==> src/fpu_config.svh <==
`ifndef FPU_CONFIG_SVH
`define FPU_CONFIG_SVH

// half-precision word layout
`define FPU_HALF_W 16
`define FPU_EXP_W 5
`define FPU_FRAC_W 10

// one bit per FCLASS category
`define FPU_CLASS_W 10

// queue entries, also the credits the upstream starts with
`define FPU_REQ_DEPTH 4

// credits held toward the downstream after reset
`define FPU_RSP_CREDITS 2

// canonical quiet NaN
`define FPU_CANON_NAN 16'h7e00

`endif

==> src/fpu_types_pkg.sv <==
`include "fpu_config.svh"

package fpu_types_pkg;

	// operations accepted on the request port
	typedef enum logic [2:0]
	{
		OP_FEQ = 3'd0,
		OP_FLT = 3'd1,
		OP_FLE = 3'd2,
		OP_FMIN = 3'd3,
		OP_FMAX = 3'd4,
		OP_FCLASS = 3'd5
	} fpu_op_t;

	// compare sub-operation, rm field encoding of the compare instructions
	typedef enum logic [2:0]
	{
		RM_FLE = 3'b000,
		RM_FLT = 3'b001,
		RM_FEQ = 3'b010
	} fpu_cmp_rm_t;

	typedef struct packed
	{
		logic sign;
		logic [`FPU_EXP_W - 1 : 0] exponent;
		logic [`FPU_FRAC_W - 1 : 0] fraction;
	} half_fields_t;

	// raw word or decoded fields of the same half float
	typedef union packed
	{
		logic [`FPU_HALF_W - 1 : 0] bits;
		half_fields_t fields;
	} half_word_u;

endpackage

==> src/float_compare.sv <==
`timescale 1ns/1ps
`include "fpu_config.svh"

module float_compare
(
	input fpu_types_pkg::half_word_u float1,
	input fpu_types_pkg::half_word_u float2,

	// FEQ, FLT or FLE
	input fpu_types_pkg::fpu_cmp_rm_t operation,

	output logic out,
	output logic invalid
);

import fpu_types_pkg::*;

localparam logic [`FPU_EXP_W - 1 : 0] EXP_MAX = '1;

logic float1_nan, float2_nan;
logic float1_snan, float2_snan;
logic [`FPU_HALF_W - 2 : 0] float1_mag, float2_mag;
logic both_zero;
logic is_eq;
logic is_lt;

// exponent and fraction together order the magnitude
assign float1_mag = float1.bits[`FPU_HALF_W - 2 : 0];
assign float2_mag = float2.bits[`FPU_HALF_W - 2 : 0];

assign float1_nan = (float1.fields.exponent == EXP_MAX) && (float1.fields.fraction != '0);
assign float2_nan = (float2.fields.exponent == EXP_MAX) && (float2.fields.fraction != '0);
// signaling when the quiet bit is clear
assign float1_snan = float1_nan && !float1.fields.fraction[`FPU_FRAC_W - 1];
assign float2_snan = float2_nan && !float2.fields.fraction[`FPU_FRAC_W - 1];

// +0 and -0 are equal
assign both_zero = (float1_mag == '0) && (float2_mag == '0);
assign is_eq = (float1.bits == float2.bits) || both_zero;

always_comb
begin : ORDER
	if (both_zero)
		is_lt = 1'b0;
	else if (float1.fields.sign != float2.fields.sign)
		is_lt = float1.fields.sign;
	else if (float1.fields.sign)
		// negatives order the other way round
		is_lt = float1_mag > float2_mag;
	else
		is_lt = float1_mag < float2_mag;
end

always_comb
begin : OUTPUT
	out = 1'b0;
	invalid = 1'b0;
	case (operation)
		RM_FEQ:
		begin
			// quiet compare, only sNaN signals
			invalid = float1_snan || float2_snan;
			out = !(float1_nan || float2_nan) && is_eq;
		end
		RM_FLT:
		begin
			invalid = float1_nan || float2_nan;
			out = !(float1_nan || float2_nan) && is_lt;
		end
		RM_FLE:
		begin
			invalid = float1_nan || float2_nan;
			out = !(float1_nan || float2_nan) && (is_lt || is_eq);
		end
		default:
		begin
			out = 1'b0;
		end
	endcase
end

endmodule

==> src/fp_minmax.sv <==
`timescale 1ns/1ps
`include "fpu_config.svh"

module fp_minmax
(
	input fpu_types_pkg::half_word_u a,
	input fpu_types_pkg::half_word_u b,
	input logic take_max,

	output fpu_types_pkg::half_word_u result,
	output logic invalid
);

localparam logic [`FPU_EXP_W - 1 : 0] EXP_MAX = '1;

logic a_nan, b_nan;
logic a_snan, b_snan;
logic [`FPU_HALF_W - 2 : 0] a_mag, b_mag;
logic a_lt_b;

assign a_mag = a.bits[`FPU_HALF_W - 2 : 0];
assign b_mag = b.bits[`FPU_HALF_W - 2 : 0];

assign a_nan = (a.fields.exponent == EXP_MAX) && (a.fields.fraction != '0);
assign b_nan = (b.fields.exponent == EXP_MAX) && (b.fields.fraction != '0);
assign a_snan = a_nan && !a.fields.fraction[`FPU_FRAC_W - 1];
assign b_snan = b_nan && !b.fields.fraction[`FPU_FRAC_W - 1];

assign invalid = a_snan || b_snan;

// total order on non-NaN words, -0 below +0
always_comb
begin : ORDER
	if (a.fields.sign != b.fields.sign)
		a_lt_b = a.fields.sign;
	else if (a.fields.sign)
		a_lt_b = a_mag > b_mag;
	else
		a_lt_b = a_mag < b_mag;
end

always_comb
begin : SELECT
	if (a_nan && b_nan)
		result.bits = `FPU_CANON_NAN;
	else if (a_nan)
		// a single NaN yields the other operand
		result.bits = b.bits;
	else if (b_nan)
		result.bits = a.bits;
	else if (take_max)
		result.bits = a_lt_b ? b.bits : a.bits;
	else
		result.bits = a_lt_b ? a.bits : b.bits;
end

endmodule

==> src/fp_classify.sv <==
`timescale 1ns/1ps
`include "fpu_config.svh"

module fp_classify
(
	input fpu_types_pkg::half_word_u a,
	output logic [`FPU_CLASS_W - 1 : 0] mask
);

// bit positions of the RISC-V class mask
localparam int CLS_NEG_INF = 0;
localparam int CLS_NEG_NORM = 1;
localparam int CLS_NEG_SUB = 2;
localparam int CLS_NEG_ZERO = 3;
localparam int CLS_POS_ZERO = 4;
localparam int CLS_POS_SUB = 5;
localparam int CLS_POS_NORM = 6;
localparam int CLS_POS_INF = 7;
localparam int CLS_SNAN = 8;
localparam int CLS_QNAN = 9;

logic exp_max;
logic exp_zero;
logic frac_zero;
logic neg;

assign exp_max = (a.fields.exponent == '1);
assign exp_zero = (a.fields.exponent == '0);
assign frac_zero = (a.fields.fraction == '0);
assign neg = a.fields.sign;

always_comb
begin : CLASSIFY
	mask = '0;
	if (exp_max && !frac_zero)
	begin
		// NaN ignores the sign
		if (a.fields.fraction[`FPU_FRAC_W - 1])
			mask[CLS_QNAN] = 1'b1;
		else
			mask[CLS_SNAN] = 1'b1;
	end
	else if (exp_max)
		mask[neg ? CLS_NEG_INF : CLS_POS_INF] = 1'b1;
	else if (exp_zero && frac_zero)
		mask[neg ? CLS_NEG_ZERO : CLS_POS_ZERO] = 1'b1;
	else if (exp_zero)
		mask[neg ? CLS_NEG_SUB : CLS_POS_SUB] = 1'b1;
	else
		mask[neg ? CLS_NEG_NORM : CLS_POS_NORM] = 1'b1;
end

endmodule

==> src/fpu_cmp_ctrl.sv <==
`timescale 1ns/1ps
`include "fpu_config.svh"

module fpu_cmp_ctrl
(
	input logic clk,
	input logic rst_n,

	// request side
	input logic req_valid,
	input fpu_types_pkg::fpu_op_t req_op,
	input logic [`FPU_HALF_W - 1 : 0] req_a,
	input logic [`FPU_HALF_W - 1 : 0] req_b,
	output logic req_credit,

	// response side
	output logic rsp_valid,
	output logic [`FPU_HALF_W - 1 : 0] rsp_result,
	output logic rsp_invalid,
	input logic rsp_credit,

	// toward the datapath
	output logic [`FPU_HALF_W - 1 : 0] head_a,
	output logic [`FPU_HALF_W - 1 : 0] head_b,
	output fpu_types_pkg::fpu_cmp_rm_t cmp_op,
	output logic take_max,

	// back from the datapath
	input logic cmp_out,
	input logic cmp_invalid,
	input logic [`FPU_HALF_W - 1 : 0] mm_result,
	input logic mm_invalid,
	input logic [`FPU_CLASS_W - 1 : 0] class_mask
);

import fpu_types_pkg::*;

localparam int DEPTH = `FPU_REQ_DEPTH;
localparam int PTR_W = (DEPTH > 1) ? $clog2(DEPTH) : 1;
localparam int CNT_W = $clog2(DEPTH + 1);
localparam int CRD_W = $clog2(`FPU_RSP_CREDITS + 1);

fpu_op_t op_q [DEPTH];
logic [`FPU_HALF_W - 1 : 0] a_q [DEPTH];
logic [`FPU_HALF_W - 1 : 0] b_q [DEPTH];

logic [PTR_W - 1 : 0] wr_ptr;
logic [PTR_W - 1 : 0] rd_ptr;
logic [CNT_W - 1 : 0] q_count;
logic [CRD_W - 1 : 0] rsp_credits;

fpu_op_t head_op;
logic issue;
logic [`FPU_HALF_W - 1 : 0] result_sel;
logic invalid_sel;

// circular increment, depth need not be a power of two
function automatic logic [PTR_W - 1 : 0] ptr_next(input logic [PTR_W - 1 : 0] ptr);
	if (ptr == PTR_W'(DEPTH - 1))
		return '0;
	return ptr + 1'b1;
endfunction

assign head_op = op_q[rd_ptr];
assign head_a = a_q[rd_ptr];
assign head_b = b_q[rd_ptr];

// issue needs a queued request and a downstream credit
assign issue = (q_count != '0) && (rsp_credits != '0);

always_ff @(posedge clk)
begin : QUEUE_MEM
	if (req_valid)
	begin
		op_q[wr_ptr] <= req_op;
		a_q[wr_ptr] <= req_a;
		b_q[wr_ptr] <= req_b;
	end
end

always_ff @(posedge clk or negedge rst_n)
begin : QUEUE_CTRL
	if (!rst_n)
	begin
		wr_ptr <= '0;
		rd_ptr <= '0;
		q_count <= '0;
	end
	else
	begin
		if (req_valid)
			wr_ptr <= ptr_next(wr_ptr);
		if (issue)
			rd_ptr <= ptr_next(rd_ptr);
		case ({req_valid, issue})
			2'b10: q_count <= q_count + 1'b1;
			2'b01: q_count <= q_count - 1'b1;
			default: q_count <= q_count;
		endcase
	end
end

// a credit back in the issue cycle nets out here
always_ff @(posedge clk or negedge rst_n)
begin : RSP_CREDITS
	if (!rst_n)
		rsp_credits <= CRD_W'(`FPU_RSP_CREDITS);
	else
	begin
		case ({rsp_credit, issue})
			2'b10: rsp_credits <= rsp_credits + 1'b1;
			2'b01: rsp_credits <= rsp_credits - 1'b1;
			default: rsp_credits <= rsp_credits;
		endcase
	end
end

always_comb
begin : DECODE
	cmp_op = RM_FEQ;
	take_max = 1'b0;
	case (head_op)
		OP_FEQ: cmp_op = RM_FEQ;
		OP_FLT: cmp_op = RM_FLT;
		OP_FLE: cmp_op = RM_FLE;
		OP_FMAX: take_max = 1'b1;
		default: take_max = 1'b0;
	endcase
end

always_comb
begin : RESULT_SELECT
	case (head_op)
		OP_FEQ, OP_FLT, OP_FLE:
		begin
			result_sel = `FPU_HALF_W'(cmp_out);
			invalid_sel = cmp_invalid;
		end
		OP_FMIN, OP_FMAX:
		begin
			result_sel = mm_result;
			invalid_sel = mm_invalid;
		end
		OP_FCLASS:
		begin
			// mask sits in the low bits
			result_sel = `FPU_HALF_W'(class_mask);
			invalid_sel = 1'b0;
		end
		default:
		begin
			result_sel = '0;
			invalid_sel = 1'b0;
		end
	endcase
end

always_ff @(posedge clk or negedge rst_n)
begin : RSP_STROBES
	if (!rst_n)
	begin
		rsp_valid <= 1'b0;
		req_credit <= 1'b0;
	end
	else
	begin
		rsp_valid <= issue;
		// the popped entry frees one upstream credit
		req_credit <= issue;
	end
end

always_ff @(posedge clk)
begin : RSP_PAYLOAD
	if (issue)
	begin
		rsp_result <= result_sel;
		rsp_invalid <= invalid_sel;
	end
end

endmodule

==> src/fpu_cmp_unit.sv <==
`timescale 1ns/1ps
`include "fpu_config.svh"

module fpu_cmp_unit
(
	input logic clk,
	input logic rst_n,

	input logic req_valid,
	input fpu_types_pkg::fpu_op_t req_op,
	input logic [`FPU_HALF_W - 1 : 0] req_a,
	input logic [`FPU_HALF_W - 1 : 0] req_b,
	output logic req_credit,

	output logic rsp_valid,
	output logic [`FPU_HALF_W - 1 : 0] rsp_result,
	output logic rsp_invalid,
	input logic rsp_credit
);

import fpu_types_pkg::*;

// head of queue operands, shared by all datapath blocks
logic [`FPU_HALF_W - 1 : 0] head_a;
logic [`FPU_HALF_W - 1 : 0] head_b;

fpu_cmp_rm_t cmp_op;
logic take_max;

logic cmp_out;
logic cmp_invalid;
logic [`FPU_HALF_W - 1 : 0] mm_result;
logic mm_invalid;
logic [`FPU_CLASS_W - 1 : 0] class_mask;

fpu_cmp_ctrl i_fpu_cmp_ctrl
(
	.clk(clk),
	.rst_n(rst_n),
	.req_valid(req_valid),
	.req_op(req_op),
	.req_a(req_a),
	.req_b(req_b),
	.req_credit(req_credit),
	.rsp_valid(rsp_valid),
	.rsp_result(rsp_result),
	.rsp_invalid(rsp_invalid),
	.rsp_credit(rsp_credit),
	.head_a(head_a),
	.head_b(head_b),
	.cmp_op(cmp_op),
	.take_max(take_max),
	.cmp_out(cmp_out),
	.cmp_invalid(cmp_invalid),
	.mm_result(mm_result),
	.mm_invalid(mm_invalid),
	.class_mask(class_mask)
);

float_compare i_float_compare
(
	.float1(head_a),
	.float2(head_b),
	.operation(cmp_op),
	.out(cmp_out),
	.invalid(cmp_invalid)
);

fp_minmax i_fp_minmax
(
	.a(head_a),
	.b(head_b),
	.take_max(take_max),
	.result(mm_result),
	.invalid(mm_invalid)
);

// classify looks at the first operand only
fp_classify i_fp_classify
(
	.a(head_a),
	.mask(class_mask)
);

endmodule

==> config.mk <==
export PLATFORM = sky130hd
export DESIGN_NAME = fpu_cmp_unit
export DESIGN_NICKNAME = d
export VERILOG_FILES = /design/src/fpu_types_pkg.sv /design/src/float_compare.sv /design/src/fp_minmax.sv /design/src/fp_classify.sv /design/src/fpu_cmp_ctrl.sv /design/src/fpu_cmp_unit.sv
export VERILOG_INCLUDE_DIRS = /design/src /design/src/src
export SDC_FILE = /design/constraint.sdc
export NUM_CORES = 1
export LEC_CHECK = 0
export ABC_AREA = 1
export BUFFER_PORTS_ARGS = -buffer_cell sky130_fd_sc_hd__buf_4
export CORE_ASPECT_RATIO = 0.5
export CORE_MARGIN = 2
export CORE_UTILIZATION = 30
export CTS_BUF_LIST = sky130_fd_sc_hd__clkbuf_8 sky130_fd_sc_hd__clkbuf_16
export CTS_CLUSTER_DIAMETER = 60
export DETAILED_ROUTE_END_ITERATION = 10
export PLACE_DENSITY = 0.46
export SKIP_LAST_GASP = 1
export SYNTH_ARGS = -nofsm -noshare
export SYNTH_HDL_FRONTEND = slang
export SYNTH_SLANG_ARGS = --single-unit
==> constraint.sdc <==
create_clock -name clk -period 3.11 [get_ports clk]
set_input_delay 0.4665 -clock clk [delete_from_list [all_inputs] [get_ports clk]]
set_output_delay 0.4665 -clock clk [all_outputs]
set_load 0.02 [all_outputs]
==> key figures <==
Power and ir drop
  – LEAKAGE: 3.96 nW
  – Final total power: 0.0119 W
  – VDD IR-drop max: 0.000626 V
  – Pwr Density: 1210 nW/um2

STA
  – F_max: 0.326 GHz
  – RSZ-0062 raised after global routing: yes
  – Tightest Pin Transition: 0.606 ns
  – Fin crit share: 98.7%
  – Final hold viol count: 0
  – Min Clock Period, post-route: 3.07 ns
  – Setup-violating endpoint count in the final report: 0
  – Hold slack: 0.238 ns
  – Setup ws final: 0.0402 ns
  – Max Slew Vio Count: 0
  – Slew headroom: 59.6%
  – Clk_skew: 0.0129 ns

CTS
  – Worst skew pair latency: 0.43 ns
  – H-tree depth: 4
  – Clk slew on worst S/H paths: 0.07 ns
  – CTS max path bufs: 2
  – Num CTS Buffers: 17
  – Clock Tree Root: clkbuf_16
  – CTS Sinks: 167
  – CTS tree: yes

Status
  – Status: complete, no violations

GRT
  – Vias in the first global route: 5208
  – Grt ovf: 0
  – Largest net degree at the start of global routing: 48
  – First-pass GRT wire length: 29200 um
  – Total track usage: 14.6%
  – Initial antenna violation count: 0

Synthesis
  – Leading register cell type out of synthesis: edfxtp_1
  – Syn_area_per_cell: 10.8 um2
  – Post-synth cell types: 39
  – Yosys warning total: 0
  – Syn Std Cell Area: 7620 um2
  – Number of synthesized flops with an enable pin: 157
  – Synth Instances: 708
  – Ys async rst share: 5.99%
  – Yosys top cell by area: edfxtp_1
  – Sequential area share after synthesis: 65.2%
  – Synth top area share: 61.9%
  – Syn Nets: 770
  – Ranking of synthesized cells by area: edfxtp_1 (62%), nand2_1 (13%), nand3_1 (5.6%), ha_1 (3.6%), dfrtp_1 (3.0%)
  – Synthesized flop and latch total: 167

Finish
  – Core Util, Final: 39.1%
  – P&R area growth vs syn: 28.7%
  – Layout cells sized above 1: 26.2%
  – Final Non-Filler Cells: 1173
  – Final nets: 879
  – Diode count: 0

Route
  – WL final: 20100 um
  – Vias per Instance: 4.57
  – DR pass1 iterations: 4
  – Number of DRC markers in iteration 0: 348
  – Wire per inst: 17.2 um
  – Post-route DRC violation count: 0
  – Vias: 5361
  – Routed Antenna Nets: 0

Setup path
  – Crit. End Element: flip-flop
  – Crit path max fanout: 8
  – CP Class: reg2reg
  – Arrival @ worst endpoint: 3.23 ns
  – Worst path required time: 3.27 ns
  – Startpoint types: flip-flop

Run
  – Max-Cap Viols: 0

Placed design
  – Dpl hpwl: 12400 um
  – Placed insts: 1122
  – RePlAce Congestion: 0.919
  – Port Buffers: 57
  – Setup WS pre-CTS: -0.140 ns

Floorplanning
  – Row count: 41
  – Die width: 229 um
  – Die area: 26800 um2
  – Io pins: 58
  – CORE AREA: 25100 um2
  – Initial core utilization: 30.4%
  – Die H: 117 um

Min path
  – Min-Delay Path Class: in2reg
state kept, by name, indices dropped and copies added, names as in the netlist:
signal	cells
i_fpu_cmp_ctrl.wr_ptr	2
i_fpu_cmp_ctrl.req_credit	1
i_fpu_cmp_ctrl.a_q	64
i_fpu_cmp_ctrl.q_count	3
i_fpu_cmp_ctrl.rsp_invalid	1
i_fpu_cmp_ctrl.op_q	12
i_fpu_cmp_ctrl.rsp_result	16
i_fpu_cmp_ctrl.b_q	64
i_fpu_cmp_ctrl.rd_ptr	2
i_fpu_cmp_ctrl.rsp_credits	2
layout by cell type (no fill, tap or decap), drive strengths merged, types with 2 or more instances in the layout:
master / netlist / routed
bufinv: 0 / 3
nand3b: 2 / 2
nand2: 258 / 259
a32oi: 4 / 4
edfxtp: 157 / 157
inv: 55 / 61
clkbuf: 1 / 22
buf: 27 / 111
clkinvlp: 0 / 2
dfrtp: 9 / 9
nand3: 86 / 86
ha: 22 / 22
nor2: 31 / 31
xnor2: 3 / 3
o21ai: 18 / 18
a211oi: 2 / 2
nand4: 5 / 5
clkinv: 0 / 3
a21oi: 18 / 18
what timing repair did:
action | CTS | global route
gates resized for setup | 2 | 61
setup buffers | 0 | 11
pin swaps | 0 | 15
cloned | 0 | 8
hold endpoints to repair | 9 | 0
hold buffers | 1 | 0
setup endpoints to repair | 13 | 15
logic make-up after synthesis:
group / Yosys count / share of synthesized area, %
AND/OR/NAND/NOR: 385 / 21.4
buffers and inverters: 83 / 5.27
flip-flops: 167 / 65.2
XOR/XNOR: 4 / 0.460
AO/OA/AOI/OAI: 46 / 3.81
adder cells (fa/ha/maj): 23 / 3.88
worst max-delay path, cell delays in order, from the launching register on:
cell and delay, ns:
dfrtp_2 0.46, buf_12 0.19, buf_12 0.14, nand2_1 0.06, a32o_2 0.29, ha_4 0.27
nand2_1 0.07, nor2_2 0.12, inv_1 0.08, nor2_4 0.09, nand3_2 0.11, nand2_2 0.10
nand2_2 0.07, nand2_2 0.10, nand2_2 0.06, nand3_4 0.16, clkbuf_16 0.17, nand3_1 0.06
nand3_1 0.09, nand3_1 0.10
layer usage:
layer	wire length [um]	track usage, %	vias up
met3	679	3.22	26
met1	10000	19.8	2620
met4	432	6.02	0
met5	0	0	-
li1	-	-	2631
met2	9000	22.9	84
report_power, final:
part	total, W	leakage (nW)	switching (W)	internal [W]
combinational	0.00647	2.09	0.00393	0.00254
sequential	0.00325	1.58	0.000159	0.00309
clock	0.00220	0.293	0.000915	0.00128
layout make-up:
type / count / area [um2]
Clock buffer: 17 / 425
Tap cell: 344 / 430
Fill cell: 2423 / 15300
Inverter: 55 / 219
Clock inverter: 14 / 184
Multi-Input combinational cell: 459 / 2490
Sequential cell: 167 / 4970
Timing Repair Buffer: 117 / 1090
stage by stage:
step | cell area (um2) | TNS (ns)
6_report | 9810 | 0
5_1_grt | 9810 | -1.57
3_3_place_gp | 8670 | -0.191
2_1_floorplan | 7620 | 0
4_1_cts | 9300 | 0
3_5_place_dp | 8670 | -0.876
path summary, 6_finish.rpt:
kind                                                  startpoint  cells past startpoint                                         to  slack [ns]
min in group asynchronous                                  rst_n                      2      i_fpu_cmp_ctrl.q_count[1]$_DFFE_PN0P_        0.41
max reg2reg                 i_fpu_cmp_ctrl.rd_ptr[0]$_DFFE_PN0P_                     19     i_fpu_cmp_ctrl.rsp_result[0]$_DFFE_PP_        0.04
max in group asynchronous                                  rst_n                      2  i_fpu_cmp_ctrl.rsp_credits[1]$_DFFE_PN1P_        2.47
max                         i_fpu_cmp_ctrl.rd_ptr[0]$_DFFE_PN0P_                     19     i_fpu_cmp_ctrl.rsp_result[0]$_DFFE_PP_        0.04
min                                                     req_b[1]                      1         i_fpu_cmp_ctrl.b_q[3][1]$_DFFE_PP_        0.24
min reg2reg                i_fpu_cmp_ctrl.q_count[0]$_DFFE_PN0P_                      1      i_fpu_cmp_ctrl.q_count[0]$_DFFE_PN0P_        0.48
synth_stat cells, types with 3 or more instances:
master,count
edfxtp_1,157
buf_2,13
nand3_1,85
ha_1,22
nand2_1,255
a32oi_2,3
a21oi_1,18
inv_1,48
dfrtp_1,9
xnor2_1,3
o21ai_1,9
buf_4,9
nor2_1,27
buf_6,5
o21ai_0,9
nand4_1,4
inv_2,6
No activity file was read; power rests on OpenSTA's default activity.
